$ cat src/mbox_config.svh
// mailbox sizing macros
// data word, buffer depth, pointer, length, user and register address widths
`ifndef MBOX_CONFIG_SVH
`define MBOX_CONFIG_SVH

// width of one mailbox data word
`define MBOX_DATA_W 32
// number of words in the data buffer
`define MBOX_DEPTH 32
// buffer index width
`define MBOX_PTR_W 5
// length counted in words, one bit wider than a pointer so a full buffer fits
`define MBOX_DLEN_W 6
// width of the requester user id
`define MBOX_USER_W 8
// width of a register word index
`define MBOX_ADDR_W 4

`endif

$ cat src/mbox_pkg.sv
// mailbox types: protocol states, register opcodes, command status values
// and the structs exchanged between the mailbox blocks
`include "mbox_config.svh"

package mbox_pkg;

    // protocol states of the mailbox FSM
    typedef enum logic [2:0] {
        MBOX_IDLE         = 3'd0,
        MBOX_RDY_FOR_CMD  = 3'd1,
        MBOX_RDY_FOR_DLEN = 3'd2,
        MBOX_RDY_FOR_DATA = 3'd3,
        MBOX_EXECUTE_UC   = 3'd4,
        MBOX_EXECUTE_SOC  = 3'd5,
        MBOX_ERROR        = 3'd6
    } mbox_fsm_state_e;

    // register word indexes seen on the request address
    typedef enum logic [`MBOX_ADDR_W-1:0] {
        REG_LOCK    = 4'd0,
        REG_USER    = 4'd1,
        REG_CMD     = 4'd2,
        REG_DLEN    = 4'd3,
        REG_DATAIN  = 4'd4,
        REG_DATAOUT = 4'd5,
        REG_EXECUTE = 4'd6,
        REG_STATUS  = 4'd7,
        REG_UNLOCK  = 4'd8
    } mbox_reg_e;

    // status written by the receiver, anything but busy hands the mailbox back
    typedef enum logic [3:0] {
        CMD_BUSY     = 4'd0,
        DATA_READY   = 4'd1,
        CMD_COMPLETE = 4'd2,
        CMD_FAILURE  = 4'd3
    } mbox_cmd_status_e;

    typedef struct packed {
        logic                    soc_req;
        logic                    write;
        logic [`MBOX_USER_W-1:0] user;
        mbox_reg_e               addr;
        logic [`MBOX_DATA_W-1:0] wdata;
    } mbox_req_t;

    // single cycle pulses decoded from the request
    typedef struct packed {
        logic lock_rd;
        logic cmd_wr;
        logic dlen_wr;
        logic datain_wr;
        logic dataout_rd;
        logic execute_wr;
        logic status_wr;
        logic unlock_wr;
    } mbox_reg_evt_t;

    typedef struct packed {
        logic                    lock;
        logic                    execute;
        mbox_cmd_status_e        status;
        logic [`MBOX_USER_W-1:0] user;
    } mbox_reg_state_t;

    typedef struct packed {
        logic inc_wr;
        logic inc_rd;
        logic rst_ptrs;
        logic latch_dlen;
    } mbox_ptr_cmd_t;

    typedef struct packed {
        logic lock_set;
        logic clr_lock;
        logic clr_status;
        logic clr_execute;
        logic valid_requester;
        logic valid_receiver;
    } mbox_reg_ctrl_t;

    typedef struct packed {
        logic axs_without_lock;
        logic axs_incorrect_order;
    } mbox_protocol_error_t;

endpackage

$ cat src/mbox_buffer.sv
// mailbox data buffer with synchronous read port, dataout register
// and the hold for a dataout read that arrives before the load
`timescale 1ns/1ns
`include "mbox_config.svh"

module mbox_buffer (
    input  logic                      clk,
    input  logic                      rst_b,
    input  logic                      write,
    input  logic [`MBOX_PTR_W-1:0]    wr_ptr,
    input  logic [`MBOX_DATA_W-1:0]   wdata,
    input  logic [`MBOX_PTR_W-1:0]    rd_ptr,
    input  logic                      rd_issue,
    input  logic                      rst_rd,
    input  logic                      rd_valid,
    input  logic                      dataout_rd,
    output logic [`MBOX_DATA_W-1:0]   dataout,
    output logic                      req_hold
);

    logic [`MBOX_DATA_W-1:0] mem [0:`MBOX_DEPTH-1];
    logic [`MBOX_DATA_W-1:0] rd_data;
    logic                    rd_pend;
    logic                    rd_valid_q;

    // a pointer reset preloads entry 0 for the first dataout read
    always_ff @(posedge clk) begin
        if (write) begin
            mem[wr_ptr] <= wdata;
        end
        if (rd_issue | rst_rd) begin
            rd_data <= mem[rst_rd ? '0 : rd_ptr];
        end
    end

    always_ff @(posedge clk or negedge rst_b) begin
        if (!rst_b) begin
            rd_pend    <= 1'b0;
            rd_valid_q <= 1'b0;
            dataout    <= '0;
        end else begin
            rd_pend <= rd_issue | rst_rd;
            if (rd_issue | rst_rd) begin
                rd_valid_q <= rd_valid;
            end
            // entries beyond the latched length read back as zero
            if (rd_pend) begin
                dataout <= rd_valid_q ? rd_data : '0;
            end
        end
    end

    assign req_hold = dataout_rd & rd_pend;

endmodule

$ cat src/mbox_fsm.sv
// mailbox protocol FSM with lock ownership, requester and receiver checks,
// protocol error pulses, pointer commands and interrupts
`timescale 1ns/1ns

module mbox_fsm (
    input  logic                              clk,
    input  logic                              rst_b,
    input  logic                              req_dv,
    input  logic                              req_hold,
    input  mbox_pkg::mbox_req_t               req,
    input  mbox_pkg::mbox_reg_evt_t           evt,
    input  mbox_pkg::mbox_reg_state_t         regs,
    input  logic                              wr_full,
    output mbox_pkg::mbox_reg_ctrl_t          ctrl,
    output mbox_pkg::mbox_ptr_cmd_t           ptr_cmd,
    output logic                              uc_mbox_data_avail,
    output logic                              soc_mbox_data_avail,
    output logic                              soc_req_mbox_lock,
    output logic                              mbox_inv_pauser_axs,
    output mbox_pkg::mbox_protocol_error_t    mbox_protocol_error
);

    mbox_pkg::mbox_fsm_state_e      ps;
    mbox_pkg::mbox_fsm_state_e      ns;
    mbox_pkg::mbox_protocol_error_t err_nxt;
    logic                           soc_has_lock;
    logic                           req_ok;
    logic                           vreq;
    logic                           vrecv;
    logic                           soc_vld;
    logic                           wrong_order;
    logic                           exec_set;
    logic                           exec_clr;
    logic                           status_done;

    // a held request has no effect and comes back later
    assign req_ok = req_dv & ~req_hold;

    // the uC is the requester when it holds the lock or while it executes,
    // the soc only when it holds the lock under the same user id
    assign vreq = regs.lock &
                  ((~req.soc_req & (~soc_has_lock | (ps == mbox_pkg::MBOX_EXECUTE_UC))) |
                   (req.soc_req & soc_has_lock & (req.user == regs.user)));

    // the receiver is the other side in its execute state, or the requester
    // reading back a response in its own execute state
    assign vrecv = regs.lock &
                   ((~req.soc_req & soc_has_lock & (ps == mbox_pkg::MBOX_EXECUTE_UC)) |
                    (req.soc_req & ~soc_has_lock & (ps == mbox_pkg::MBOX_EXECUTE_SOC) &
                     (req.user == regs.user)) |
                    (vreq & ((soc_has_lock & (ps == mbox_pkg::MBOX_EXECUTE_SOC)) |
                             (~soc_has_lock & (ps == mbox_pkg::MBOX_EXECUTE_UC)))));

    assign ctrl.valid_requester = vreq;
    assign ctrl.valid_receiver  = vrecv;

    assign soc_vld     = req_ok & req.soc_req & vreq;
    assign exec_set    = evt.execute_wr & req.wdata[0];
    assign exec_clr    = evt.execute_wr & ~req.wdata[0];
    assign status_done = evt.status_wr & (req.wdata[3:0] != mbox_pkg::CMD_BUSY);

    always_comb begin
        ns          = ps;
        err_nxt     = '0;
        wrong_order = 1'b0;
        case (ps)
            mbox_pkg::MBOX_IDLE: begin
                if (evt.lock_rd) begin
                    ns = mbox_pkg::MBOX_RDY_FOR_CMD;
                end
                // flagged only, the mailbox stays idle
                err_nxt.axs_without_lock = req_ok & req.soc_req &
                                           (req.write | evt.dataout_rd);
            end
            mbox_pkg::MBOX_RDY_FOR_CMD: begin
                if (evt.cmd_wr) begin
                    ns = mbox_pkg::MBOX_RDY_FOR_DLEN;
                end else begin
                    wrong_order = soc_vld & (req.write ? (req.addr != mbox_pkg::REG_CMD) :
                                                         evt.dataout_rd);
                end
            end
            mbox_pkg::MBOX_RDY_FOR_DLEN: begin
                if (evt.dlen_wr) begin
                    ns = mbox_pkg::MBOX_RDY_FOR_DATA;
                end else begin
                    wrong_order = soc_vld & (req.write ? (req.addr != mbox_pkg::REG_DLEN) :
                                                         evt.dataout_rd);
                end
            end
            mbox_pkg::MBOX_RDY_FOR_DATA: begin
                // execute goes to the side that did not take the lock
                if (exec_set) begin
                    ns = soc_has_lock ? mbox_pkg::MBOX_EXECUTE_UC : mbox_pkg::MBOX_EXECUTE_SOC;
                end else begin
                    wrong_order = soc_vld &
                                  (req.write ? ~((req.addr == mbox_pkg::REG_DATAIN) |
                                                 (req.addr == mbox_pkg::REG_EXECUTE)) :
                                               evt.dataout_rd);
                end
            end
            mbox_pkg::MBOX_EXECUTE_UC: begin
                // no soc write is legal while the uC works on the command
                wrong_order = soc_vld & (req.write | evt.dataout_rd);
                if (!wrong_order && exec_clr) begin
                    ns = mbox_pkg::MBOX_IDLE;
                end else if (!wrong_order && soc_has_lock && status_done) begin
                    ns = mbox_pkg::MBOX_EXECUTE_SOC;
                end
            end
            mbox_pkg::MBOX_EXECUTE_SOC: begin
                if (exec_clr) begin
                    ns = mbox_pkg::MBOX_IDLE;
                end else if (!soc_has_lock && status_done) begin
                    ns = mbox_pkg::MBOX_EXECUTE_UC;
                end else begin
                    // soc reads are always fine here, it is consuming dataout
                    wrong_order = req_ok & req.soc_req & req.write &
                                  ((vreq & (req.addr != mbox_pkg::REG_EXECUTE)) |
                                   (~soc_has_lock & (req.addr != mbox_pkg::REG_STATUS) &
                                    (req.addr != mbox_pkg::REG_DLEN)));
                end
            end
            default: begin
                ns = ps;
            end
        endcase
        if (wrong_order) begin
            ns = mbox_pkg::MBOX_ERROR;
            err_nxt.axs_incorrect_order = 1'b1;
        end
        // force unlock leaves any state, the error state included
        if (evt.unlock_wr) begin
            ns      = mbox_pkg::MBOX_IDLE;
            err_nxt = '0;
        end
    end

    // lock and status clear on every way back to idle
    assign ctrl.lock_set    = (ps == mbox_pkg::MBOX_IDLE) & evt.lock_rd;
    assign ctrl.clr_lock    = (ns == mbox_pkg::MBOX_IDLE) & (ps != mbox_pkg::MBOX_IDLE);
    assign ctrl.clr_status  = ctrl.clr_lock;
    assign ctrl.clr_execute = evt.unlock_wr;

    // the length is frozen on any arc into an execute state
    assign ptr_cmd.latch_dlen = (ns != ps) & ((ns == mbox_pkg::MBOX_EXECUTE_UC) |
                                              (ns == mbox_pkg::MBOX_EXECUTE_SOC));
    assign ptr_cmd.rst_ptrs   = ptr_cmd.latch_dlen | ctrl.clr_lock;
    assign ptr_cmd.inc_wr     = evt.datain_wr & ~wr_full &
                                (ps inside {mbox_pkg::MBOX_RDY_FOR_DATA,
                                            mbox_pkg::MBOX_EXECUTE_UC,
                                            mbox_pkg::MBOX_EXECUTE_SOC});
    assign ptr_cmd.inc_rd     = req_ok & evt.dataout_rd & vrecv;

    assign uc_mbox_data_avail  = (ps == mbox_pkg::MBOX_EXECUTE_UC);
    assign soc_mbox_data_avail = (ps == mbox_pkg::MBOX_EXECUTE_SOC);

    // tells the uC that the soc wants the lock the uC is holding
    assign soc_req_mbox_lock = req_ok & ~req.write & req.soc_req &
                               (req.addr == mbox_pkg::REG_LOCK) & regs.lock & ~soc_has_lock;

    assign mbox_inv_pauser_axs = req_ok & req.soc_req & ~vreq & ~vrecv &
                                 (req.write | evt.dataout_rd);

    always_ff @(posedge clk or negedge rst_b) begin
        if (!rst_b) begin
            ps                  <= mbox_pkg::MBOX_IDLE;
            soc_has_lock        <= 1'b0;
            mbox_protocol_error <= '0;
        end else begin
            ps                  <= ns;
            // remember who took the lock until it is released
            soc_has_lock        <= ctrl.lock_set ? req.soc_req :
                                   regs.lock ? soc_has_lock : 1'b0;
            mbox_protocol_error <= err_nxt;
        end
    end

endmodule

$ cat src/mbox_ptr_ctrl.sv
// mailbox counters with write and read pointers, full flags,
// latched length in words and the read valid flag
`timescale 1ns/1ns
`include "mbox_config.svh"

module mbox_ptr_ctrl (
    input  logic                      clk,
    input  logic                      rst_b,
    input  mbox_pkg::mbox_ptr_cmd_t   ptr_cmd,
    input  logic [31:0]               dlen,
    output logic [`MBOX_PTR_W-1:0]    wr_ptr,
    output logic [`MBOX_PTR_W-1:0]    rd_ptr,
    output logic                      wr_full,
    output logic                      rd_valid
);

    logic [`MBOX_DLEN_W-1:0] dlen_words;
    logic [`MBOX_DLEN_W-1:0] dlen_nxt;
    logic [`MBOX_DLEN_W-1:0] dlen_q;
    logic                    rd_full;

    // byte length rounded up to words and capped at the buffer size
    always_comb begin
        if (dlen >= 32'(`MBOX_DEPTH * 4)) begin
            dlen_words = `MBOX_DLEN_W'(`MBOX_DEPTH);
        end else begin
            dlen_words = `MBOX_DLEN_W'(dlen[31:2]) + `MBOX_DLEN_W'(|dlen[1:0]);
        end
    end

    // a sender that wrote fewer words than it announced gets clamped,
    // a full buffer keeps the programmed length
    assign dlen_nxt = (~wr_full & ({1'b0, wr_ptr} < dlen_words)) ? {1'b0, wr_ptr} : dlen_words;

    // the preload of entry 0 happens with the reset, before dlen_q updates
    assign rd_valid = ptr_cmd.rst_ptrs ? (dlen_nxt != '0) :
                                         (~rd_full & ({1'b0, rd_ptr} < dlen_q));

    always_ff @(posedge clk or negedge rst_b) begin
        if (!rst_b) begin
            wr_ptr  <= '0;
            rd_ptr  <= '0;
            wr_full <= 1'b0;
            rd_full <= 1'b0;
            dlen_q  <= '0;
        end else begin
            if (ptr_cmd.latch_dlen) begin
                dlen_q <= dlen_nxt;
            end
            // the read pointer restarts at 1 because entry 0 is preloaded
            if (ptr_cmd.rst_ptrs) begin
                wr_ptr  <= '0;
                rd_ptr  <= `MBOX_PTR_W'(1);
                wr_full <= 1'b0;
                rd_full <= 1'b0;
            end else begin
                // both pointers stop at the last entry and raise their full flag there
                if (ptr_cmd.inc_wr) begin
                    if (wr_ptr == `MBOX_PTR_W'(`MBOX_DEPTH - 1)) begin
                        wr_full <= 1'b1;
                    end else begin
                        wr_ptr <= wr_ptr + 1'b1;
                    end
                end
                if (ptr_cmd.inc_rd) begin
                    if (rd_ptr == `MBOX_PTR_W'(`MBOX_DEPTH - 1)) begin
                        rd_full <= 1'b1;
                    end else if ({1'b0, rd_ptr} < dlen_q) begin
                        rd_ptr <= rd_ptr + 1'b1;
                    end
                end
            end
        end
    end

endmodule

$ cat src/mbox_regs.sv
// mailbox register block with request decode, architectural registers,
// event pulses for the FSM and the read data mux
`timescale 1ns/1ns
`include "mbox_config.svh"

module mbox_regs (
    input  logic                        clk,
    input  logic                        rst_b,
    input  logic                        req_dv,
    input  mbox_pkg::mbox_req_t         req,
    input  mbox_pkg::mbox_reg_ctrl_t    ctrl,
    input  logic [`MBOX_DATA_W-1:0]     dataout,
    output mbox_pkg::mbox_reg_evt_t     evt,
    output mbox_pkg::mbox_reg_state_t   regs,
    output logic [31:0]                 dlen,
    output logic [`MBOX_DATA_W-1:0]     rdata
);

    logic                    wr;
    logic                    rd;
    logic [`MBOX_DATA_W-1:0] cmd;

    // writes only land when they come from the agent that owns the transfer
    assign wr = req_dv & req.write & ctrl.valid_requester;
    assign rd = req_dv & ~req.write;

    // taking the lock is a plain read of the lock register while it is clear
    assign evt.lock_rd    = rd & (req.addr == mbox_pkg::REG_LOCK) & ~regs.lock;
    assign evt.cmd_wr     = wr & (req.addr == mbox_pkg::REG_CMD);
    assign evt.dlen_wr    = wr & (req.addr == mbox_pkg::REG_DLEN);
    assign evt.datain_wr  = wr & (req.addr == mbox_pkg::REG_DATAIN);
    // the FSM decides whether a dataout read is allowed to consume a word
    assign evt.dataout_rd = rd & (req.addr == mbox_pkg::REG_DATAOUT);
    assign evt.execute_wr = wr & (req.addr == mbox_pkg::REG_EXECUTE);
    assign evt.status_wr  = wr & (req.addr == mbox_pkg::REG_STATUS);
    // only a write of bit 0 forces the unlock
    assign evt.unlock_wr  = wr & (req.addr == mbox_pkg::REG_UNLOCK) & req.wdata[0];

    always_ff @(posedge clk or negedge rst_b) begin
        if (!rst_b) begin
            regs.lock    <= 1'b0;
            regs.user    <= '0;
            regs.execute <= 1'b0;
            regs.status  <= mbox_pkg::CMD_BUSY;
            cmd          <= '0;
            dlen         <= '0;
        end else begin
            // the user id is captured from the request that takes the lock
            if (ctrl.lock_set) begin
                regs.lock <= 1'b1;
                regs.user <= req.user;
            end else if (ctrl.clr_lock) begin
                regs.lock <= 1'b0;
            end
            if (evt.cmd_wr) begin
                cmd <= req.wdata;
            end
            if (evt.dlen_wr) begin
                dlen <= req.wdata;
            end
            // a hardware clear wins over a write in the same cycle
            if (ctrl.clr_execute) begin
                regs.execute <= 1'b0;
            end else if (evt.execute_wr) begin
                regs.execute <= req.wdata[0];
            end
            if (ctrl.clr_status) begin
                regs.status <= mbox_pkg::CMD_BUSY;
            end else if (evt.status_wr) begin
                regs.status <= mbox_pkg::mbox_cmd_status_e'(req.wdata[3:0]);
            end
        end
    end

    // the read data follows the address in the same cycle
    always_comb begin
        rdata = '0;
        case (req.addr)
            mbox_pkg::REG_LOCK:    rdata = `MBOX_DATA_W'(regs.lock);
            mbox_pkg::REG_USER:    rdata = `MBOX_DATA_W'(regs.user);
            mbox_pkg::REG_CMD:     rdata = cmd;
            mbox_pkg::REG_DLEN:    rdata = dlen;
            // agents that are not the receiver only ever see zero in dataout
            mbox_pkg::REG_DATAOUT: rdata = ctrl.valid_receiver ? dataout : '0;
            mbox_pkg::REG_EXECUTE: rdata = `MBOX_DATA_W'(regs.execute);
            mbox_pkg::REG_STATUS:  rdata = `MBOX_DATA_W'(regs.status);
            default:               rdata = '0;
        endcase
    end

endmodule

$ cat src/mbox_top.sv
// mailbox top level wiring the register block, FSM, counters and buffer
`timescale 1ns/1ns
`include "mbox_config.svh"

module mbox_top (
    input  logic                              clk,
    input  logic                              rst_b,
    input  logic                              req_dv,
    input  mbox_pkg::mbox_req_t               req,
    output logic                              req_hold,
    output logic [`MBOX_DATA_W-1:0]           rdata,
    output logic                              uc_mbox_data_avail,
    output logic                              soc_mbox_data_avail,
    output logic                              soc_req_mbox_lock,
    output logic                              mbox_inv_pauser_axs,
    output mbox_pkg::mbox_protocol_error_t    mbox_protocol_error
);

    mbox_pkg::mbox_reg_evt_t   evt;
    mbox_pkg::mbox_reg_state_t regs;
    mbox_pkg::mbox_reg_ctrl_t  ctrl;
    mbox_pkg::mbox_ptr_cmd_t   ptr_cmd;
    logic [31:0]               dlen;
    logic [`MBOX_DATA_W-1:0]   dataout;
    logic [`MBOX_PTR_W-1:0]    wr_ptr;
    logic [`MBOX_PTR_W-1:0]    rd_ptr;
    logic                      wr_full;
    logic                      rd_valid;

    mbox_regs mbox_regs_i (
        .clk(clk), .rst_b(rst_b), .req_dv(req_dv), .req(req), .ctrl(ctrl),
        .dataout(dataout), .evt(evt), .regs(regs), .dlen(dlen), .rdata(rdata)
    );

    mbox_fsm mbox_fsm_i (
        .clk(clk), .rst_b(rst_b), .req_dv(req_dv), .req_hold(req_hold), .req(req),
        .evt(evt), .regs(regs), .wr_full(wr_full), .ctrl(ctrl), .ptr_cmd(ptr_cmd),
        .uc_mbox_data_avail(uc_mbox_data_avail), .soc_mbox_data_avail(soc_mbox_data_avail),
        .soc_req_mbox_lock(soc_req_mbox_lock), .mbox_inv_pauser_axs(mbox_inv_pauser_axs),
        .mbox_protocol_error(mbox_protocol_error)
    );

    mbox_ptr_ctrl mbox_ptr_ctrl_i (
        .clk(clk), .rst_b(rst_b), .ptr_cmd(ptr_cmd), .dlen(dlen), .wr_ptr(wr_ptr),
        .rd_ptr(rd_ptr), .wr_full(wr_full), .rd_valid(rd_valid)
    );

    // writes come from the request data, reads follow the pointer commands
    mbox_buffer mbox_buffer_i (
        .clk(clk), .rst_b(rst_b), .write(ptr_cmd.inc_wr), .wr_ptr(wr_ptr),
        .wdata(req.wdata), .rd_ptr(rd_ptr), .rd_issue(ptr_cmd.inc_rd),
        .rst_rd(ptr_cmd.rst_ptrs), .rd_valid(rd_valid), .dataout_rd(evt.dataout_rd),
        .dataout(dataout), .req_hold(req_hold)
    );

endmodule

$ cat config.mk
export PLATFORM = sky130hd
export DESIGN_NAME = mbox_top
export DESIGN_NICKNAME = d
export VERILOG_FILES = /design/src/mbox_pkg.sv /design/src/mbox_buffer.sv /design/src/mbox_fsm.sv /design/src/mbox_ptr_ctrl.sv /design/src/mbox_regs.sv /design/src/mbox_top.sv
export VERILOG_INCLUDE_DIRS = /design/src
export SDC_FILE = /design/constraint.sdc
export NUM_CORES = 1
export LEC_CHECK = 0
export ABC_AREA = 1
export BUFFER_PORTS_ARGS = -buffer_cell sky130_fd_sc_hd__buf_2
export CORE_MARGIN = 5
export CORE_UTILIZATION = 30
export DETAILED_ROUTE_END_ITERATION = 8
export PLACE_DENSITY = 0.45
export SLEW_MARGIN = 20
export SYNTH_ARGS = -nofsm -noshare
export SYNTH_HDL_FRONTEND = slang
export SYNTH_SLANG_ARGS = --single-unit
$ cat constraint.sdc
create_clock -name clk -period 5.35 [get_ports clk]
set_clock_uncertainty 0.1 [all_clocks]
set_input_delay 0.535 -clock clk [delete_from_list [all_inputs] [get_ports clk]]
set_output_delay 0.535 -clock clk [all_outputs]
set_load 0.03 [all_outputs]
---- Word-level counts from Yosys, hierarchy flattened ----
Memory sizes are Yosys's and may differ from the RTL's. A register that Yosys moved wholly into a read port is not among the register bits.
Cells that the tools add are included.
cells by class
  add/sub/neg operators ................... 3
  $lt $le $gt $ge ......................... 3
  equality and inequality tests ........... 26
  muxes and demuxes ....................... 54
  bitwise logic cells ..................... 82
  reductions and logical operators ........ 26
operators by type and width
  kind                                                    count
  one-hot mux 32 bit (7 select lines)                     1
  two-way mux 32 bit                                      2
  bitwise AND 1 bit                                       60
  two-way mux 5 bit                                       8
  >= comparator 32 x 8 -> 1 bit (second input constant)   1
  two-way mux 3 bit                                       10
  two-way mux 1 bit                                       26
  one-hot mux 3 bit (6 select lines)                      1
  == test 4 x 3 -> 1 bit (second input constant)          4
  nonzero test 2 bit                                      8
  == test 3 bit (second input constant)                   4
  less-than comparator 5 x 6 -> 1 bit                     2
  two-way mux 6 bit                                       2
  NOT 1 bit                                               11
  bitwise OR 1 bit                                        11
  adder 5 x 1 -> 5 bit (second input constant)            2
  == test 5 bit (second input constant)                   2
  == test 4 x 2 -> 1 bit (second input constant)          2
  == test 8 bit                                           1
  two-way mux 4 bit                                       2
  inequality test 4 x 2 -> 1 bit (second input constant)  2
  inequality test 4 x 3 -> 1 bit (second input constant)  2
  adder 6 x 1 -> 6 bit                                    1
  == test 3 x 2 -> 1 bit (second input constant)          2
  other kinds (17)                                        27
word-level totals
  flip-flop bits (word level) ............. 136
  memory bits (writable) .................. 1,024
  word-level logic and storage cells ...... 213
  memories kept ........................... 1
memory list
  name               depth  width  read ports  clocked after memory_dff  write ports  RTL line           source
  mbox_buffer_i.mem  32     32     1           1                         1            mbox_buffer.sv:21  logic [`MBOX_DATA_W-1:0] mem [0:`MBOX_DEPTH-1];

---- Depth between registers and ports, before layout ----
  word-level depth ........................ 23
  gate-level depth with buffers ........... 26

---- Hierarchy ----
From an unflattened synthesis, not the netlist that was laid out.
second synthesis, totals
  cells, all modules ...................... 5,468
  area total of the unflattened synthesis .. 53,229.8 um2
modules (own cells, without submodules)
  module         instances  cells each  area each (um2)
  mbox_buffer    1          4,530       46,786.1
  mbox_regs      1          567         4,062.6
  mbox_ptr_ctrl  1          197         1,418.9
  mbox_fsm       1          174         962.2

---- Worst setup path after synthesis ----
No wires, ideal clock.
  path kind ............................... register to register
  start ................................... reg mbox_fsm_i.ps[1]
  end ..................................... mem mbox_buffer_i.mem[0][0] (netlist bit), enable pin
  library setup time ...................... 0.421 ns
  arrival time ............................ 3.460 ns
  data required time ...................... 4.829 ns
  setup slack ............................. 1.369 ns
  cell stages (with the launch flop) ...... 10
  buffers on the path ..................... 0
  clock period less this slack ............ 3.981 ns
  path through ............................ dfrtp_1 > inv_2 > nand2_1 > nor2_2 > o21ai_2 > nand2_4 > nand3_4 > nor4_1 > nand2_1 > nor2_1
between the ends
  longest elaborated chain between the ends .. 11
RTL lines
  item                                       RTL line           source
  start: declaration                         mbox_fsm.sv:23     mbox_pkg::mbox_fsm_state_e ps;
  start signal: assignment                   mbox_fsm.sv:167    ps <= mbox_pkg::MBOX_IDLE;
  start signal: assignment                   mbox_fsm.sv:171    ps <= ns;
  == test 3 bit *                            --
  via uc_mbox_data_avail                     mbox_top.sv:12     output logic uc_mbox_data_avail,
  bitwise OR 1 bit                           mbox_fsm.sv:42     ((~req.soc_req & (~soc_has_lock | (ps == mbox_pkg::MBOX_EXECUTE_UC))) |
  bitwise AND 1 bit                          mbox_fsm.sv:42
  bitwise OR 1 bit                           mbox_fsm.sv:42
  bitwise AND 1 bit                          mbox_fsm.sv:41     assign vreq = regs.lock &
  bitwise AND 1 bit                          mbox_regs.sv:24    assign wr = req_dv & req.write & ctrl.valid_requester;
  bitwise AND 1 bit                          mbox_regs.sv:31    assign evt.datain_wr = wr & (req.addr == mbox_pkg::REG_DATAIN);
  bitwise AND 1 bit                          mbox_fsm.sv:149    assign ptr_cmd.inc_wr = evt.datain_wr & ~wr_full &
  bitwise AND 1 bit *                        mbox_fsm.sv:149
  two-way mux 1 bit *                        mbox_buffer.sv:28  if (write) begin
  two-way mux 1 bit (not written as such) *  mbox_buffer.sv:29  mem[wr_ptr] <= wdata;
  end: declaration                           mbox_buffer.sv:21
Mark *: on every way through the listed nets, which the timed path passes. The rest lies on a longest branch.

---- Worst setup path in the final report ----
  start ................................... reg mbox_fsm_i.soc_has_lock
  end ..................................... out rdata[15]
between the ends
  longest elaborated chain between the ends .. 10
RTL lines
  item                                   RTL line                                        source
  start: declaration                     mbox_fsm.sv:26                                  logic soc_has_lock;
  start signal: assignment               mbox_fsm.sv:173                                 soc_has_lock <= ctrl.lock_set ? req.soc_req :
  NOT 1 bit                              mbox_fsm.sv:42, mbox_fsm.sv:49, mbox_fsm.sv:52
  bitwise OR 1 bit                       mbox_fsm.sv:42
  bitwise AND 1 bit                      mbox_fsm.sv:42
  bitwise OR 1 bit                       mbox_fsm.sv:42
  bitwise AND 1 bit                      mbox_fsm.sv:41
  bitwise AND 1 bit                      mbox_fsm.sv:51                                  (vreq & ((soc_has_lock & (ps == mbox_pkg::MBOX_EXECUTE_SOC)) |
  bitwise OR 1 bit *                     mbox_fsm.sv:50                                  (req.user == regs.user)) |
  bitwise AND 1 bit *                    mbox_fsm.sv:47                                  assign vrecv = regs.lock &
  two-way mux 32 bit *                   mbox_regs.sv:84                                 mbox_pkg::REG_DATAOUT: rdata = ctrl.valid_receiver ? dataout : '0;
  one-hot mux 32 bit (7 select lines) *  mbox_regs.sv:78                                 case (req.addr)
  end: declaration                       mbox_top.sv:11                                  output logic [`MBOX_DATA_W-1:0] rdata,
Mark *: on every way between the ends. The rest lies on a longest branch, timed or not.

==> results.json <==
{
  "period_share_pct": 94.68,
  "status": "finished, final reports clean",
  "core-area_um2": 180500,
  "postPlaceCellArea_um2": 57590,
  "grt-ovfl-total": 0,
  "cts.htree.levels": 4,
  "slew_headroom_pct": 28.85,
  "postCtsSetupBuffers": 0,
  "cts_tree": "yes",
  "drive_gt1_share_pct": 9.789,
  "port_buffers": 87,
  "async_flop_share_pct": 11.41,
  "syn_avg_cell_area_um2": 10.25,
  "hp-start": "req_dv",
  "gp_congestion": 0.8215,
  "setup_tns_ps": 0,
  "internal-power_w": 0.01545,
  "clockBufferDepth": 3,
  "vias_per_cell": 5.034,
  "p_sw_w": 0.004073,
  "ctsRootBufferMaster": "clkbuf_16",
  "synth_area_um2": 54370,
  "yosys-top-cells-area": "edfxtp_1 58%, nand3_1 7.3%, dfrtp_1 6.3%",
  "numCtsBuffers": 138,
  "antenna_found_initial": 21,
  "worstSetupPathType": "flip-flop to output port",
  "drt.antenna.violating_nets": 0,
  "clock_latency_ps": 760,
  "setup_viol": 0,
  "place_ws_ps": 416.0,
  "post_cts_resize_count": 0,
  "wirelength_um": 188900,
  "drc": 0,
  "yosysSeqAreaShare_pct": 64.58,
  "r2r_start": "mbox_fsm_i.ps[1]",
  "fmax_mhz": 197.4,
  "syn_inst": 5304,
  "synth_edf_count": 1056,
  "cp-end-kind": "output port",
  "swShare_pct": 20.86,
  "synth_top_area_share_pct": 58.32,
  "path_clk_slew_ps": 60,
  "die_area_um2": 189900,
  "critical_path_arrival_ps": 4430,
  "maxCapViolCount": 0,
  "synth_top_area_cell": "edfxtp_1",
  "dpl.hpwl_um": 101200,
  "synthToLayoutAreaGrowth_pct": 13.92,
  "synth_flop_cell": "edfxtp_1",
  "grt_max_degree": 193,
  "min_path_cells": 3,
  "clockPowerShare_pct": 46.6,
  "seqPwrFrac_pct": 51.9,
  "holdWs_ps": 72.45,
  "syn_nets": 5370,
  "p_comb_share_pct": 1.5,
  "hold_violations": 0,
  "die_w_um": 435.7,
  "grt_pass1_wl_um": 274000,
  "reg2reg_depth": 20,
  "r2r-end": "mbox_buffer_i.rd_data[30]",
  "design_area_um2": 61940,
  "yosysWarnings": 0,
  "hold_end": "mbox_fsm_i.mbox_protocol_error[1]",
  "layout_setup_ws_ps": 284.6,
  "total_power_w": 0.01952,
  "critical_path_required_ps": 4720,
  "wire_per_inst_um": 24.29,
  "cp_max_fo": 15,
  "finalNetCount": 5373,
  "rrSetupSlack_ps": 700,
  "drt_iter0_markers": 3864,
  "first_pass_iters": 6,
  "io_pins": 88,
  "synth-seq-cells": 1192,
  "start_kind": "flip-flop",
  "worst_pin_slew_ps": 1067,
  "grt_pass1_vias": 36850,
  "irDropWorstVdd_mv": 0.2969,
  "start_util_pct": 30.12,
  "yosysMostFrequentCell": "edfxtp_1",
  "grt.total_usage_pct": 19.47,
  "leakagePower_nw": 24.73,
  "die_height_um": 435.7,
  "timing.final.crit_period_ps": 5065,
  "num_vias": 39150,
  "synth.distinct_cells": 49,
  "rows": 156,
  "yosys-top-cells-count": "1056 x edfxtp_1, 893 x inv_1, 793 x nand3_1",
  "clock-sinks": 1192,
  "power_density_nw_per_um2": 315.2,
  "min_path_type": "primary input to flip-flop",
  "rsz0062_at_grt": "no",
  "slew_viol_final": 0
}
[metal layers]
layer,routed length (µm),global-route usage [%],share of wire [%],vias up
met3,13840,3.212,7.3,261
met5,112,0,0.059,-
met4,4777,5.252,2.5,18
li1,-,-,-,18000
met1,86250,28.55,46,19470
met2,83890,29.86,44,1398
[kinds of logic (layout without fill, tap and decap cells)]
family                     Yosys count  after routing  share of synthesized area (%)
buffers and inverters             1262           1362                          9.913
AOI/OAI and AO/OA                  219            219                          2.329
muxes                                2              2                        0.03912
adders and majority gates           17             17                         0.3912
xor gates and xnor gates            11             11                         0.1772
and+or+nand+nor                   2601           2601                          22.57
DFF                               1192           1192                          64.58
other                                0              3                              0
[worst max-delay path, cell delays in order (launching register included)]
cell	delay [ps]
dfrtp_1	520
inv_1	210
o21ai_2	220
nand2_4	120
nand2_1	110
clkinv_1	110
o211ai_1	150
o21ai_0	100
nand2_1	270
clkinv_1	770
nand3_1	390
o221ai_1	350
buf_2	310
[cell usage in the layout, fill, tap and decap left out, drive strengths merged, types with 136 or more instances in the layout]
| master | synthesis | layout |
|---|---|---|
| buf | 257 | 207 |
| nand3 | 800 | 800 |
| o21ai | 148 | 148 |
| nand4 | 460 | 460 |
| dfrtp | 136 | 136 |
| edfxtp | 1056 | 1056 |
| clkbuf | 98 | 186 |
| nand2 | 778 | 778 |
| nor2 | 473 | 473 |
| inv | 905 | 909 |
[sequential cells by signal (all words and copies together), names as in the netlist]
register                        flops
mbox_ptr_ctrl_i.rd_full             1
mbox_ptr_ctrl_i.dlen_q              6
mbox_fsm_i.ps                       3
mbox_regs_i.cmd                    32
mbox_regs_i.dlen                   32
mbox_ptr_ctrl_i.wr_ptr              5
mbox_buffer_i.rd_data              32
mbox_buffer_i.rd_valid_q            1
mbox_fsm_i.soc_has_lock             1
mbox_ptr_ctrl_i.rd_ptr              5
mbox_regs_i.regs                   14
mbox_fsm_i.mbox_protocol_error      2
mbox_ptr_ctrl_i.wr_full             1
mbox_buffer_i.dataout              32
mbox_buffer_i.mem                1024
mbox_buffer_i.rd_pend               1
[how the worst max path moves through the flow]
| stage | start | to | slack (ps) |
|---|---|---|---|
| 2_1_floorplan | mbox_fsm_i.ps[1] | mbox_buffer_i.mem[0][0] | 1370 |
| 3_3_place_gp | req[36] | mbox_buffer_i.rd_data[30] | 450 |
| 3_5_place_dp | req[35] | mbox_buffer_i.rd_data[30] | 420 |
| 4_1_cts | mbox_fsm_i.soc_has_lock | rdata[31] | 210 |
| 5_1_grt | mbox_fsm_i.soc_has_lock | rdata[21] | 80 |
| 6_report | mbox_fsm_i.soc_has_lock | rdata[15] | 280 |
[stage by stage]
stage	util [%]	cells
6_report	34.31	7777
5_1_grt	34.31	7775
4_1_cts	34.30	7774
3_5_place_dp	31.90	7527
3_3_place_gp	31.90	7527
2_1_floorplan	-	5304
[cell type report]
cell class / instances / area (µm²)
fillers: 18150 / 118600
flip-flops and latches: 1192 / 35120
multi-input cells: 2850 / 14130
clock buffers: 185 / 3786
inverters: 907 / 3413
well taps: 2370 / 2965
repair buffers: 218 / 2066
clock inverters: 52 / 459.2
diodes: 3 / 7.507
[power groups by stage]
stage | clock [W] | sequential, W | combinational [W]
final | 0.00910 | 0.0101 | 0.000291
after global placement | 0 | 0.0103 | 0.000288
after floorplan | 0 | 0.0103 | 0.0000542
after CTS | 0.00931 | 0.0101 | 0.000298
after global routing | 0.00968 | 0.0101 | 0.000315
after detailed placement | 0 | 0.0103 | 0.000292
[what timing repair did]
| action | CTS | global route |
|---|---|---|
| hold buffers | 10 | 0 |
| setup endpoints to repair | 0 | 0 |
| hold endpoints to repair | 106 | 0 |
No activity file was read; power rests on OpenSTA's default activity.
